**src/bp_lite_pkg.sv**
```systemverilog
package bp_lite_pkg;

  // Uncached I/O command types
  typedef enum logic {
    e_io_uc_rd = 1'b0,
    e_io_uc_wr = 1'b1
  } io_msg_type_e;

  // Access size, encoded as log2 of the byte count
  typedef enum logic [1:0] {
    e_io_size_1 = 2'b00,
    e_io_size_2 = 2'b01,
    e_io_size_4 = 2'b10,
    e_io_size_8 = 2'b11
  } io_msg_size_e;

  // Command address width
  localparam int io_addr_width_lp = 32;

  // AXI4-Lite data path
  localparam int axi_data_width_lp = 64;
  localparam int axi_strb_width_lp = axi_data_width_lp / 8;

  // Register file geometry behind the bridge
  localparam int regfile_words_lp     = 16;
  localparam int regfile_idx_width_lp = $clog2(regfile_words_lp);

  // AXI response codes
  localparam logic [1:0] axi_resp_okay_lp   = 2'b00;
  localparam logic [1:0] axi_resp_slverr_lp = 2'b10;

endpackage
```
**src/io_axi_lite_top.sv**
```systemverilog
`timescale 1ns/1ns

module io_axi_lite_top
  import bp_lite_pkg::*;
(
  input  logic                          aclk_i,
  input  logic                          aresetn_i,

  // Command port
  input  io_msg_type_e                  io_cmd_type_i,
  input  logic [io_addr_width_lp-1:0]   io_cmd_addr_i,
  input  io_msg_size_e                  io_cmd_size_i,
  input  logic [axi_data_width_lp-1:0]  io_cmd_data_i,
  input  logic                          io_cmd_v_i,
  output logic                          io_cmd_ready_o,

  // Response port
  output io_msg_type_e                  io_resp_type_o,
  output logic [io_addr_width_lp-1:0]   io_resp_addr_o,
  output io_msg_size_e                  io_resp_size_o,
  output logic [axi_data_width_lp-1:0]  io_resp_data_o,
  output logic                          io_resp_v_o,
  input  logic                          io_resp_yumi_i
);

  // AXI4-Lite channels between bridge and register file
  logic [io_addr_width_lp-1:0]   awaddr;
  logic [2:0]                    awprot;
  logic                          awvalid;
  logic                          awready;
  logic [axi_data_width_lp-1:0]  wdata;
  logic [axi_strb_width_lp-1:0]  wstrb;
  logic                          wvalid;
  logic                          wready;
  logic [1:0]                    bresp;
  logic                          bvalid;
  logic                          bready;
  logic [io_addr_width_lp-1:0]   araddr;
  logic [2:0]                    arprot;
  logic                          arvalid;
  logic                          arready;
  logic [axi_data_width_lp-1:0]  rdata;
  logic [1:0]                    rresp;
  logic                          rvalid;
  logic                          rready;

  bp_lite_to_axi_lite_master u_bridge (
    .aclk_i               (aclk_i),
    .aresetn_i            (aresetn_i),
    .io_cmd_type_i        (io_cmd_type_i),
    .io_cmd_addr_i        (io_cmd_addr_i),
    .io_cmd_size_i        (io_cmd_size_i),
    .io_cmd_data_i        (io_cmd_data_i),
    .io_cmd_v_i           (io_cmd_v_i),
    .io_cmd_ready_o       (io_cmd_ready_o),
    .io_resp_type_o       (io_resp_type_o),
    .io_resp_addr_o       (io_resp_addr_o),
    .io_resp_size_o       (io_resp_size_o),
    .io_resp_data_o       (io_resp_data_o),
    .io_resp_v_o          (io_resp_v_o),
    .io_resp_yumi_i       (io_resp_yumi_i),
    .m_axi_lite_awaddr_o  (awaddr),
    .m_axi_lite_awprot_o  (awprot),
    .m_axi_lite_awvalid_o (awvalid),
    .m_axi_lite_awready_i (awready),
    .m_axi_lite_wdata_o   (wdata),
    .m_axi_lite_wstrb_o   (wstrb),
    .m_axi_lite_wvalid_o  (wvalid),
    .m_axi_lite_wready_i  (wready),
    .m_axi_lite_bresp_i   (bresp),
    .m_axi_lite_bvalid_i  (bvalid),
    .m_axi_lite_bready_o  (bready),
    .m_axi_lite_araddr_o  (araddr),
    .m_axi_lite_arprot_o  (arprot),
    .m_axi_lite_arvalid_o (arvalid),
    .m_axi_lite_arready_i (arready),
    .m_axi_lite_rdata_i   (rdata),
    .m_axi_lite_rresp_i   (rresp),
    .m_axi_lite_rvalid_i  (rvalid),
    .m_axi_lite_rready_o  (rready)
  );

  axi_lite_regfile u_regfile (
    .aclk_i               (aclk_i),
    .aresetn_i            (aresetn_i),
    .s_axi_lite_awaddr_i  (awaddr),
    .s_axi_lite_awprot_i  (awprot),
    .s_axi_lite_awvalid_i (awvalid),
    .s_axi_lite_awready_o (awready),
    .s_axi_lite_wdata_i   (wdata),
    .s_axi_lite_wstrb_i   (wstrb),
    .s_axi_lite_wvalid_i  (wvalid),
    .s_axi_lite_wready_o  (wready),
    .s_axi_lite_bresp_o   (bresp),
    .s_axi_lite_bvalid_o  (bvalid),
    .s_axi_lite_bready_i  (bready),
    .s_axi_lite_araddr_i  (araddr),
    .s_axi_lite_arprot_i  (arprot),
    .s_axi_lite_arvalid_i (arvalid),
    .s_axi_lite_arready_o (arready),
    .s_axi_lite_rdata_o   (rdata),
    .s_axi_lite_rresp_o   (rresp),
    .s_axi_lite_rvalid_o  (rvalid),
    .s_axi_lite_rready_i  (rready)
  );

endmodule

```
**src/axi_lite_regfile.sv**
```systemverilog
`timescale 1ns/1ns

module axi_lite_regfile
  import bp_lite_pkg::*;
(
  input  logic                          aclk_i,
  input  logic                          aresetn_i,

  // Write address channel
  input  logic [io_addr_width_lp-1:0]   s_axi_lite_awaddr_i,
  input  logic [2:0]                    s_axi_lite_awprot_i,
  input  logic                          s_axi_lite_awvalid_i,
  output logic                          s_axi_lite_awready_o,

  // Write data channel
  input  logic [axi_data_width_lp-1:0]  s_axi_lite_wdata_i,
  input  logic [axi_strb_width_lp-1:0]  s_axi_lite_wstrb_i,
  input  logic                          s_axi_lite_wvalid_i,
  output logic                          s_axi_lite_wready_o,

  // Write response channel
  output logic [1:0]                    s_axi_lite_bresp_o,
  output logic                          s_axi_lite_bvalid_o,
  input  logic                          s_axi_lite_bready_i,

  // Read address channel
  input  logic [io_addr_width_lp-1:0]   s_axi_lite_araddr_i,
  input  logic [2:0]                    s_axi_lite_arprot_i,
  input  logic                          s_axi_lite_arvalid_i,
  output logic                          s_axi_lite_arready_o,

  // Read data channel
  output logic [axi_data_width_lp-1:0]  s_axi_lite_rdata_o,
  output logic [1:0]                    s_axi_lite_rresp_o,
  output logic                          s_axi_lite_rvalid_o,
  input  logic                          s_axi_lite_rready_i
);

  typedef enum logic [1:0] {
    e_s_idle,
    e_s_bresp,
    e_s_rresp
  } state_e;

  state_e state_r;

  logic [axi_data_width_lp-1:0]     regs_r [regfile_words_lp];
  logic [axi_data_width_lp-1:0]     rdata_r;
  logic [1:0]                       bresp_r;
  logic [1:0]                       rresp_r;

  logic                             idle;
  logic                             wr_pair;
  logic                             wr_fire;
  logic                             rd_fire;
  logic                             wr_ok;
  logic                             rd_ok;
  logic [regfile_idx_width_lp-1:0]  wr_idx;
  logic [regfile_idx_width_lp-1:0]  rd_idx;

  assign idle    = (state_r == e_s_idle);
  assign wr_pair = s_axi_lite_awvalid_i & s_axi_lite_wvalid_i;

  // Write wins over a read offered in the same cycle
  assign wr_fire = idle & wr_pair;
  assign rd_fire = idle & ~wr_pair & s_axi_lite_arvalid_i;

  assign s_axi_lite_awready_o = wr_fire;
  assign s_axi_lite_wready_o  = wr_fire;
  assign s_axi_lite_arready_o = idle & ~wr_pair;

  // Word index from bits 6:3, anything above that is out of range
  assign wr_idx = s_axi_lite_awaddr_i[regfile_idx_width_lp+2:3];
  assign rd_idx = s_axi_lite_araddr_i[regfile_idx_width_lp+2:3];

  // Non-zero protection is rejected like a bad address
  assign wr_ok = (s_axi_lite_awaddr_i[io_addr_width_lp-1:regfile_idx_width_lp+3] == '0)
               & (s_axi_lite_awprot_i == 3'b000);
  assign rd_ok = (s_axi_lite_araddr_i[io_addr_width_lp-1:regfile_idx_width_lp+3] == '0)
               & (s_axi_lite_arprot_i == 3'b000);

  // Register array, byte strobed
  always_ff @(posedge aclk_i) begin
    if (!aresetn_i) begin
      for (int i = 0; i < regfile_words_lp; i++) begin
        regs_r[i] <= '0;
      end
    end else if (wr_fire && wr_ok) begin
      for (int b = 0; b < axi_strb_width_lp; b++) begin
        if (s_axi_lite_wstrb_i[b]) begin
          regs_r[wr_idx][8*b +: 8] <= s_axi_lite_wdata_i[8*b +: 8];
        end
      end
    end
  end

  // Read data captured at AR
  always_ff @(posedge aclk_i) begin
    if (rd_fire) begin
      rdata_r <= rd_ok ? regs_r[rd_idx] : '0;
    end
  end

  always_ff @(posedge aclk_i) begin
    if (!aresetn_i) begin
      state_r <= e_s_idle;
      bresp_r <= axi_resp_okay_lp;
      rresp_r <= axi_resp_okay_lp;
    end else begin
      case (state_r)
        e_s_idle: begin
          if (wr_fire) begin
            state_r <= e_s_bresp;
            bresp_r <= wr_ok ? axi_resp_okay_lp : axi_resp_slverr_lp;
          end else if (rd_fire) begin
            state_r <= e_s_rresp;
            rresp_r <= rd_ok ? axi_resp_okay_lp : axi_resp_slverr_lp;
          end
        end
        e_s_bresp: begin
          if (s_axi_lite_bready_i) begin
            state_r <= e_s_idle;
          end
        end
        e_s_rresp: begin
          if (s_axi_lite_rready_i) begin
            state_r <= e_s_idle;
          end
        end
        default: state_r <= e_s_idle;
      endcase
    end
  end

  assign s_axi_lite_bvalid_o = (state_r == e_s_bresp);
  assign s_axi_lite_bresp_o  = bresp_r;
  assign s_axi_lite_rvalid_o = (state_r == e_s_rresp);
  assign s_axi_lite_rresp_o  = rresp_r;
  assign s_axi_lite_rdata_o  = rdata_r;

endmodule

```
**src/bp_lite_to_axi_lite_master.sv**
```systemverilog
`timescale 1ns/1ns

module bp_lite_to_axi_lite_master
  import bp_lite_pkg::*;
(
  input  logic                          aclk_i,
  input  logic                          aresetn_i,

  // I/O command port, valid/ready
  input  io_msg_type_e                  io_cmd_type_i,
  input  logic [io_addr_width_lp-1:0]   io_cmd_addr_i,
  input  io_msg_size_e                  io_cmd_size_i,
  input  logic [axi_data_width_lp-1:0]  io_cmd_data_i,
  input  logic                          io_cmd_v_i,
  output logic                          io_cmd_ready_o,

  // I/O response port, valid/yumi
  output io_msg_type_e                  io_resp_type_o,
  output logic [io_addr_width_lp-1:0]   io_resp_addr_o,
  output io_msg_size_e                  io_resp_size_o,
  output logic [axi_data_width_lp-1:0]  io_resp_data_o,
  output logic                          io_resp_v_o,
  input  logic                          io_resp_yumi_i,

  // Write address channel
  output logic [io_addr_width_lp-1:0]   m_axi_lite_awaddr_o,
  output logic [2:0]                    m_axi_lite_awprot_o,
  output logic                          m_axi_lite_awvalid_o,
  input  logic                          m_axi_lite_awready_i,

  // Write data channel
  output logic [axi_data_width_lp-1:0]  m_axi_lite_wdata_o,
  output logic [axi_strb_width_lp-1:0]  m_axi_lite_wstrb_o,
  output logic                          m_axi_lite_wvalid_o,
  input  logic                          m_axi_lite_wready_i,

  // Write response channel
  input  logic [1:0]                    m_axi_lite_bresp_i,
  input  logic                          m_axi_lite_bvalid_i,
  output logic                          m_axi_lite_bready_o,

  // Read address channel
  output logic [io_addr_width_lp-1:0]   m_axi_lite_araddr_o,
  output logic [2:0]                    m_axi_lite_arprot_o,
  output logic                          m_axi_lite_arvalid_o,
  input  logic                          m_axi_lite_arready_i,

  // Read data channel
  input  logic [axi_data_width_lp-1:0]  m_axi_lite_rdata_i,
  input  logic [1:0]                    m_axi_lite_rresp_i,
  input  logic                          m_axi_lite_rvalid_i,
  output logic                          m_axi_lite_rready_o
);

  typedef enum logic [2:0] {
    e_idle,
    e_write_req,
    e_write_resp,
    e_read_req,
    e_read_resp,
    e_resp_hold
  } state_e;

  state_e state_r, state_n;

  // Stored command
  io_msg_type_e                  type_r;
  logic [io_addr_width_lp-1:0]   addr_r;
  io_msg_size_e                  size_r;
  logic [axi_data_width_lp-1:0]  data_r;
  logic [axi_strb_width_lp-1:0]  strb_r;
  logic [axi_strb_width_lp-1:0]  size_mask;
  logic [axi_strb_width_lp-1:0]  strb_n;

  // Per-channel progress of a write
  logic aw_done_r;
  logic w_done_r;
  logic aw_hs;
  logic w_hs;
  logic ar_hs;
  logic aw_all;
  logic w_all;

  // Response capture
  logic                          cmd_accept;
  logic                          resp_beat;
  logic                          resp_ok;
  logic [axi_data_width_lp-1:0]  resp_data_r;

  assign cmd_accept = io_cmd_v_i & io_cmd_ready_o;

  // Byte lanes covered by the access, moved to the address offset
  always_comb begin
    case (io_cmd_size_i)
      e_io_size_1: size_mask = 8'h01;
      e_io_size_2: size_mask = 8'h03;
      e_io_size_4: size_mask = 8'h0F;
      default:     size_mask = 8'hFF;
    endcase
    strb_n = size_mask << io_cmd_addr_i[2:0];
  end

  always_ff @(posedge aclk_i) begin
    if (cmd_accept) begin
      type_r <= io_cmd_type_i;
      addr_r <= io_cmd_addr_i;
      size_r <= io_cmd_size_i;
      data_r <= io_cmd_data_i;
      strb_r <= strb_n;
    end
  end

  // AXI side handshakes
  assign m_axi_lite_awvalid_o = (state_r == e_write_req) & ~aw_done_r;
  assign m_axi_lite_wvalid_o  = (state_r == e_write_req) & ~w_done_r;
  assign m_axi_lite_arvalid_o = (state_r == e_read_req);
  assign m_axi_lite_bready_o  = (state_r == e_write_resp);
  assign m_axi_lite_rready_o  = (state_r == e_read_resp);

  assign aw_hs  = m_axi_lite_awvalid_o & m_axi_lite_awready_i;
  assign w_hs   = m_axi_lite_wvalid_o & m_axi_lite_wready_i;
  assign ar_hs  = m_axi_lite_arvalid_o & m_axi_lite_arready_i;
  assign aw_all = aw_done_r | aw_hs;
  assign w_all  = w_done_r | w_hs;

  // AW and W may complete in any order
  always_ff @(posedge aclk_i) begin
    if (!aresetn_i) begin
      aw_done_r <= 1'b0;
      w_done_r  <= 1'b0;
    end else if (cmd_accept) begin
      aw_done_r <= 1'b0;
      w_done_r  <= 1'b0;
    end else begin
      if (aw_hs) begin
        aw_done_r <= 1'b1;
      end
      if (w_hs) begin
        w_done_r <= 1'b1;
      end
    end
  end

  assign m_axi_lite_awaddr_o = addr_r;
  assign m_axi_lite_awprot_o = 3'b000;
  assign m_axi_lite_wdata_o  = data_r;
  assign m_axi_lite_wstrb_o  = strb_r;
  assign m_axi_lite_araddr_o = addr_r;
  assign m_axi_lite_arprot_o = 3'b000;

  // B or R beat ends the bus part of the command
  assign resp_beat = ((state_r == e_write_resp) & m_axi_lite_bvalid_i)
                   | ((state_r == e_read_resp) & m_axi_lite_rvalid_i);
  assign resp_ok   = (m_axi_lite_rresp_i == axi_resp_okay_lp);

  // Only a good read carries data back
  always_ff @(posedge aclk_i) begin
    if (resp_beat) begin
      resp_data_r <= ((state_r == e_read_resp) && resp_ok) ? m_axi_lite_rdata_i : '0;
    end
  end

  always_comb begin
    state_n = state_r;
    case (state_r)
      e_idle: begin
        if (cmd_accept) begin
          state_n = (io_cmd_type_i == e_io_uc_wr) ? e_write_req : e_read_req;
        end
      end
      e_write_req: begin
        if (aw_all && w_all) begin
          state_n = e_write_resp;
        end
      end
      e_write_resp: begin
        if (m_axi_lite_bvalid_i) begin
          state_n = e_resp_hold;
        end
      end
      e_read_req: begin
        if (ar_hs) begin
          state_n = e_read_resp;
        end
      end
      e_read_resp: begin
        if (m_axi_lite_rvalid_i) begin
          state_n = e_resp_hold;
        end
      end
      e_resp_hold: begin
        if (io_resp_yumi_i) begin
          state_n = e_idle;
        end
      end
      default: state_n = e_idle;
    endcase
  end

  always_ff @(posedge aclk_i) begin
    if (!aresetn_i) begin
      state_r <= e_idle;
    end else begin
      state_r <= state_n;
    end
  end

  // One command in flight
  assign io_cmd_ready_o = (state_r == e_idle);

  // Response echoes the stored header
  assign io_resp_v_o    = (state_r == e_resp_hold);
  assign io_resp_type_o = type_r;
  assign io_resp_addr_o = addr_r;
  assign io_resp_size_o = size_r;
  assign io_resp_data_o = resp_data_r;

endmodule

```
**config.mk**
```make
export PLATFORM = sky130hd
export DESIGN_NAME = io_axi_lite_top
export DESIGN_NICKNAME = d
export VERILOG_FILES = /design/src/bp_lite_pkg.sv /design/src/io_axi_lite_top.sv /design/src/axi_lite_regfile.sv /design/src/bp_lite_to_axi_lite_master.sv
export SDC_FILE = /design/constraint.sdc
export NUM_CORES = 2
export LEC_CHECK = 0
export BUFFER_PORTS_ARGS = -buffer_cell sky130_fd_sc_hd__clkbuf_2
export CORE_MARGIN = 3
export CORE_UTILIZATION = 45
export CTS_BUF_LIST = sky130_fd_sc_hd__clkbuf_8 sky130_fd_sc_hd__clkbuf_16
export DETAILED_ROUTE_END_ITERATION = 10
export RECOVER_POWER = 50
export SLEW_MARGIN = 20
export SYNTH_ARGS = -nofsm -noshare
export SYNTH_HDL_FRONTEND = slang
export SYNTH_SLANG_ARGS = --single-unit
```
**constraint.sdc**
```tcl
create_clock -name aclk_i -period 4.2 [get_ports aclk_i]
set_input_delay 0 -clock aclk_i [delete_from_list [all_inputs] [get_ports aclk_i]]
set_output_delay 0 -clock aclk_i [all_outputs]
set_load 0.1 [all_outputs]
```
# [After elaboration in Yosys (flattened, before gate mapping)]
# Memories as Yosys holds them, arrays and structs flattened. A register that Yosys moved wholly into a read port is not among the register bits.
# Cells that the tools add are included.
[totals] regBits=180 latch_bits=0 ram_bits=1024 rom_bits=0 in_bits=103 mem_count=1
[op_classes] addsub=0 n_mul=0 div=0 n_lt_le_gt_ge=0 n_eq_ne=18 shifts=1 mux=51 n_bitwise=19 n_reduce_logical=14
[memory_table] name="u_regfile.regs_r" depth=16 width=64 read_ports=1 rd_clocked_by_memory_dff=1 wr=16 line="axi_lite_regfile.sv:47" text="logic [axi_data_width_lp-1:0] regs_r [regfile_words_lp];"
[ops] operator="64-bit 2-to-1 mux" n=1
[ops] operator="64-bit OR reduction" n=1
[ops] operator="1-bit 2-to-1 mux" n=33
[ops] operator="25-bit zero test" n=1
[ops] operator="8-bit case mux with 3 select lines" n=1
[ops] operator="3-bit 2-to-1 mux" n=6
[ops] operator="3-bit case mux with 6 select lines" n=1
[ops] operator="2-bit 2-to-1 mux" n=6
[ops] operator="1-bit AND" n=11
[ops] operator="2-bit != test (second input constant)" n=5
[ops] operator="8-bit 2-to-1 mux" n=1
[ops] operator="8-bit by 3-bit << shifter with 8-bit output" n=1
[ops] operator="3-bit by 2-bit equality test with 1-bit output (second input constant)" n=2
[ops] operator="3-bit equality test (second input constant)" n=2
[ops] operator="2-bit zero test" n=3
[ops] operator="2-bit by 1-bit != test with 1-bit output (second input constant)" n=3
[ops] operator="2-bit case mux with 3 select lines" n=1
[ops] operator="3-bit AND reduction" n=2
[ops] operator="6-bit AND reduction" n=1
[ops] operator="1-bit inverter" n=5
[ops] operator="2-bit by 1-bit equality test with 1-bit output (second input constant)" n=2
[ops] operator="2-bit equality test (second input constant)" n=2
[ops] operator="4-bit 2-to-1 mux" n=1
[ops] operator="3-bit by 1-bit equality test with 1-bit output (second input constant)" n=1
[ops] operator="6 further kinds" n=10

# [Depth between registers and ports, before layout]
[depth] ltp_word=10 ltp_mapped=8 depth_no_buf=4

# [Cells and area by module]
# A second synthesis with hierarchy kept.
[hier_totals] hier_cells=3560 hier_area_um2=53452.5
[modules_own_cells] mod="axi_lite_regfile" n_inst=1 cells_per_inst=3169 area_each_um2=46801.1 seq_area_each_um2=32751.4
[modules_own_cells] mod="bp_lite_to_axi_lite_master" n_inst=1 cells_per_inst=391 area_each_um2=6651.4 seq_area_each_um2=5235.0

# [Worst setup path before layout]
# OpenSTA, ideal clock, no wires.
[synth_timing] path_kind="reg2reg" start="reg u_bridge.state_r[1]" end="reg u_bridge.aw_done_r" setup_ns=0.117 arrival_ns=5.701 t_required_ns=4.083 slack_ns=-1.618 path_stages_with_launch=6 n_path_buf=1 period_less_slack_ns=5.818 path_cell_list="dfxtp_1 clkbuf_1 nor3_1 and2_1 nand2b_1 nor2_1"
[synth_between] elab_cells_between_ends=9 cone_classes="1 x eq/ne; 6 x bitwise; 2 x reduce/logical"
[synth_lines] item="start, declared" line="bp_lite_to_axi_lite_master.sv:64" text="state_e state_r, state_n;"
[synth_lines] item="start signal, assigned" line="bp_lite_to_axi_lite_master.sv:202" text="state_r <= e_idle;"
[synth_lines] item="start signal, assigned" line="bp_lite_to_axi_lite_master.sv:204" text="state_r <= state_n;"
[synth_lines] item="3-bit zero test" line="bp_lite_to_axi_lite_master.sv:209" text="assign io_cmd_ready_o = (state_r == e_idle);"
[synth_lines] item="named net io_cmd_ready_o" line="io_axi_lite_top.sv:15" text="output logic io_cmd_ready_o,"
[synth_lines] item="1-bit AND" line="bp_lite_to_axi_lite_master.sv:90" text="assign cmd_accept = io_cmd_v_i & io_cmd_ready_o;"
[synth_lines] item="named net u_bridge.cmd_accept" line="bp_lite_to_axi_lite_master.sv:85" text="logic cmd_accept;"
[synth_lines] item="2-bit OR reduction (no line)"
[synth_lines] item="end signal, assigned" line="bp_lite_to_axi_lite_master.sv:129" text="aw_done_r <= 1'b0;"
[synth_lines] item="end signal, assigned" line="bp_lite_to_axi_lite_master.sv:132" text="aw_done_r <= 1'b0;"
[synth_lines] item="end signal, assigned" line="bp_lite_to_axi_lite_master.sv:136" text="aw_done_r <= 1'b1;"
[synth_lines] item="end, declared" line="bp_lite_to_axi_lite_master.sv:76" text="logic aw_done_r;"
# The timed path passes the listed nets, and every way through them passes these cells.
# A chain may end at the register's enable or synchronous reset.

==> impl_results.md <==
- Status: complete, but fails checks
- Violated checks: capacitance limit, slew limit
- Reg2reg setup slack: 500 ps
- Post-synthesis cell count: ~3600
- Detail Placement HPWL: roughly 96 mm
- H-tree Lvls: 4
- Slew @ Worst Pin: roughly 2200 ps
- Antenna viol nets, final: 0
- Setup TNS: 0 ps
- Die X: 350.4 µm
- Share of layout cells above drive strength 1: 0.1776
- Static Leak: between 20 and 25 nW
- CTS buffer count: 140
- Post_cts resized: 0
- Max-Slew Margin vs Limit: -0.4480
- Register area share after synthesis: 0.7114
- First-pass GRT wire length: between 200 and 250 mm
- Clock transition at path regs: approximately 60 ps
- Number of fill cells: between 9000 and 10000
- VDD IR-drop max: around 740 µV
- Drt total wl: 160.4 mm
- Mapped Area: between 50000 and 60000 µm²
- Core Util, Final: 0.5363
- Critical Path AT: roughly 4100 ps
- Startpoint types: flop
- Vias in the first global route: approximately 35000
- Crit. End Element: flop
- Sw Pwr: about 9.7 mW
- Drt drc: 0
- Area of the die: 122800 µm²
- Final hold violations: 0
- Crit. Startpoint: u_bridge.io_resp_addr_o[6]
- I/O pin count: around 200
- Top FF cell, synth: edfxtp_1
- Antenna violations before repair: 4
- All-Layer GR Usage: 0.2620
- 1st-iter DRT viols: about 4600
- RSZ-0062 raised after global routing: false
- Yosys reg bits: 1267
- Hold path startpoint: io_cmd_size_i[0]
- WS Path Type: flop to flop
- Power share of the combinational group: 0.184
- CTS tree: yes
- Synth Net Count: approximately 3700
- Postcts setup bufs: 0
- # rows: 125
- Clock Latency Late Sink: 750 ps
- Tcrit/Tclk final: 0.8819
- Power Internal: between 20 and 25 mW
- Largest net degree at the start of global routing: around 190
- GPL Wtd Cong: roughly 0.83
- Via count: between 30000 and 40000
- Worst-case clock skew: 34.57 ps
- Synth-to-layout area growth: 17.57%
- Avg Vias per Cell: 6.023
- Max frequency: about 270 MHz
- Seq pwr share: 0.470
- Synth cell types: 41
- TritonRoute pass-1 iters: 5
- Final Critical Period: roughly 3700 ps
- YS warnings: 0
- Nets: between 4000 and 5000
- Initial core utilization: 0.4562
- CORE AREA: about 120000 µm²
- DIE HEIGHT: between 300 and 400 µm
- Post-synth ARST share: 0
- Final count of pins violating max slew: ~660
- Area occupied by multi-input gates: around 14000 µm²
- Clock power frac: 0.347
- Critical R2R Launch: u_bridge.io_resp_addr_o[6]
- I/O Buffers: between 200 and 250
- CTS sink cnt: between 1000 and 1500
- Register area: 37970 µm²
- Net Sw Frac: 0.2960
- Worst-path fanout max: 13
- Number of synthesized flops with an enable pin: ~1300
- Final setup fails: 0
- Max Root-Sink Buffers: 3
- Max Cap Viol: 8
- Syn avg cell area: roughly 15 µm²
- Avg WL per Cell: between 20 and 30 µm
- CTS root buffer: clkbuf_16
- P per Cell Area: 520.9 nW/µm²
- Required @ worst endpoint: 4620 ps
- Hold Path Class: input pin to flop
- Gr ovfl total: 0
registers in the layout, summed over array words and instances (netlist names):
name / cells
u_bridge.state_r: 3
u_regfile.regs_r: 1024
u_bridge.io_resp_data_o: 64
u_bridge.m_axi_lite_wstrb_o: 8
u_bridge.w_done_r: 1
u_bridge.aw_done_r: 1
u_regfile.state_r: 2
u_bridge.m_axi_lite_wdata_o: 64
u_bridge.io_resp_size_o: 2
u_bridge.io_resp_addr_o: 32
u_regfile.s_axi_lite_rresp_o: 1
u_regfile.s_axi_lite_rdata_o: 64
u_bridge.io_resp_type_o: 1
cells in the mapped netlist, types with 2 or more instances:
cell type	n	area, µm²
inv_1	14	52.55
a21oi_1	70	350.3
a211oi_1	4	30.03
nand4_2	3	37.54
nor2_1	1050	3941
nand4_1	6	37.54
a22oi_1	131	983.4
o22ai_1	4	25.02
buf_2	100	500.5
nand4_4	4	85.08
nor4_1	5	31.28
mux4_2	256	5766
dfxtp_1	8	160.2
o21a_1	2	15.01
o21ai_0	135	675.7
nor2b_1	6	37.54
clkbuf_1	148	555.5
nand2_1	94	352.8
buf_4	9	67.56
and2_1	68	425.4
and3_1	4	25.02
edfxtp_1	1259	37810
nand2b_1	4	25.02
buf_1	23	86.33
nand3_1	194	970.9
buf_6	12	135.1
nor3_1	10	50.05
path summary, 6_finish.rpt:
kind,to,cells past startpoint
setup / recovery,u_regfile.regs_r[11][35],6
hold / removal,u_bridge.io_resp_size_o[0],2
setup reg to reg,u_regfile.regs_r[11][35],6
hold reg to reg,u_bridge.io_resp_data_o[42],1
cells in the final DEF, fill, tap and decap left out, drive strengths merged, types with 70 or more instances in the layout:
cell type / n
a21oi: 70
a22oi: 131
buf: 198
clkbuf: 388
dlygate4sd3: 197
edfxtp: 1259
mux4: 256
nand2: 94
nand3: 194
nor2: 1051
o21ai: 135
per-layer routing:
metal | vias up | global-route usage | routed length [µm]
met4 | 0 | 0.07590 | 4126
met3 | 267 | 0.05441 | 17430
met5 | - | 0 | 0
met2 | 2126 | 0.4032 | 74490
li1 | 14604 | - | -
met1 | 17619 | 0.3800 | 64310
cells by family (layout without fill, tap and decap cells):
| family | count (synthesis) | after routing | synth area share |
|---|---|---|---|
| and+or+nand+nor | 1454 | 1454 | 0.1139 |
| DFF | 1267 | 1267 | 0.7114 |
| AOI/OAI and AO/OA | 353 | 353 | 0.04009 |
| buffers and inverters | 307 | 892 | 0.02656 |
| muxes | 256 | 256 | 0.1080 |
| other | 0 | 1 | 0 |
metrics by stage:
step	power, mW	area, µm²	setup WS (ps)	hold slack (ps)	instances
finish	32.68	62740	495.8	238.1	5747
global route	33.74	62740	326.6	232.6	5746
CTS	32.91	63130	871.0	72.47	5746
detailed placement	21.48	56990	868.9	178.6	5309
global placement	21.47	56990	921.5	176.4	5309
floorplan	19.41	53370	43.87	98.87	3637
power groups by stage:
| stage | sequential [mW] | clock (mW) | combinational, mW |
|---|---|---|---|
| final | 15.3 | 11.3 | 6.00 |
| after global routing | 15.4 | 12.0 | 6.31 |
| after CTS | 15.3 | 11.5 | 6.06 |
| after detailed placement | 15.6 | 0 | 5.90 |
| after global placement | 15.6 | 0 | 5.90 |
| after floorplan | 16.1 | 0 | 3.26 |
layout make-up:
cell class | instances | area share
multi-input combinational | 2063 | 0.2235
tap | 1524 | 0.03039
antenna | 1 | 0.00003989
clock buffer | 145 | 0.05783
sequential | 1267 | 0.6051
clock inverter | 95 | 0.008615
inverter | 14 | 0.0008376
timing repair buffer | 638 | 0.07361
repair_timing:
action	CTS	global route
hold endpoints to repair	259	0
endpoints found under the setup margin	0	0
hold buffers	197	0
critical path, cell delays in order (launching register included):
cell	delay [ps]
edfxtp_1	720
clkbuf_1	270
nor2b_2	1050
clkbuf_1	540
nand2_1	220
o21ai_0	280
buf_4	300
Power figures use the tool's default switching activity.
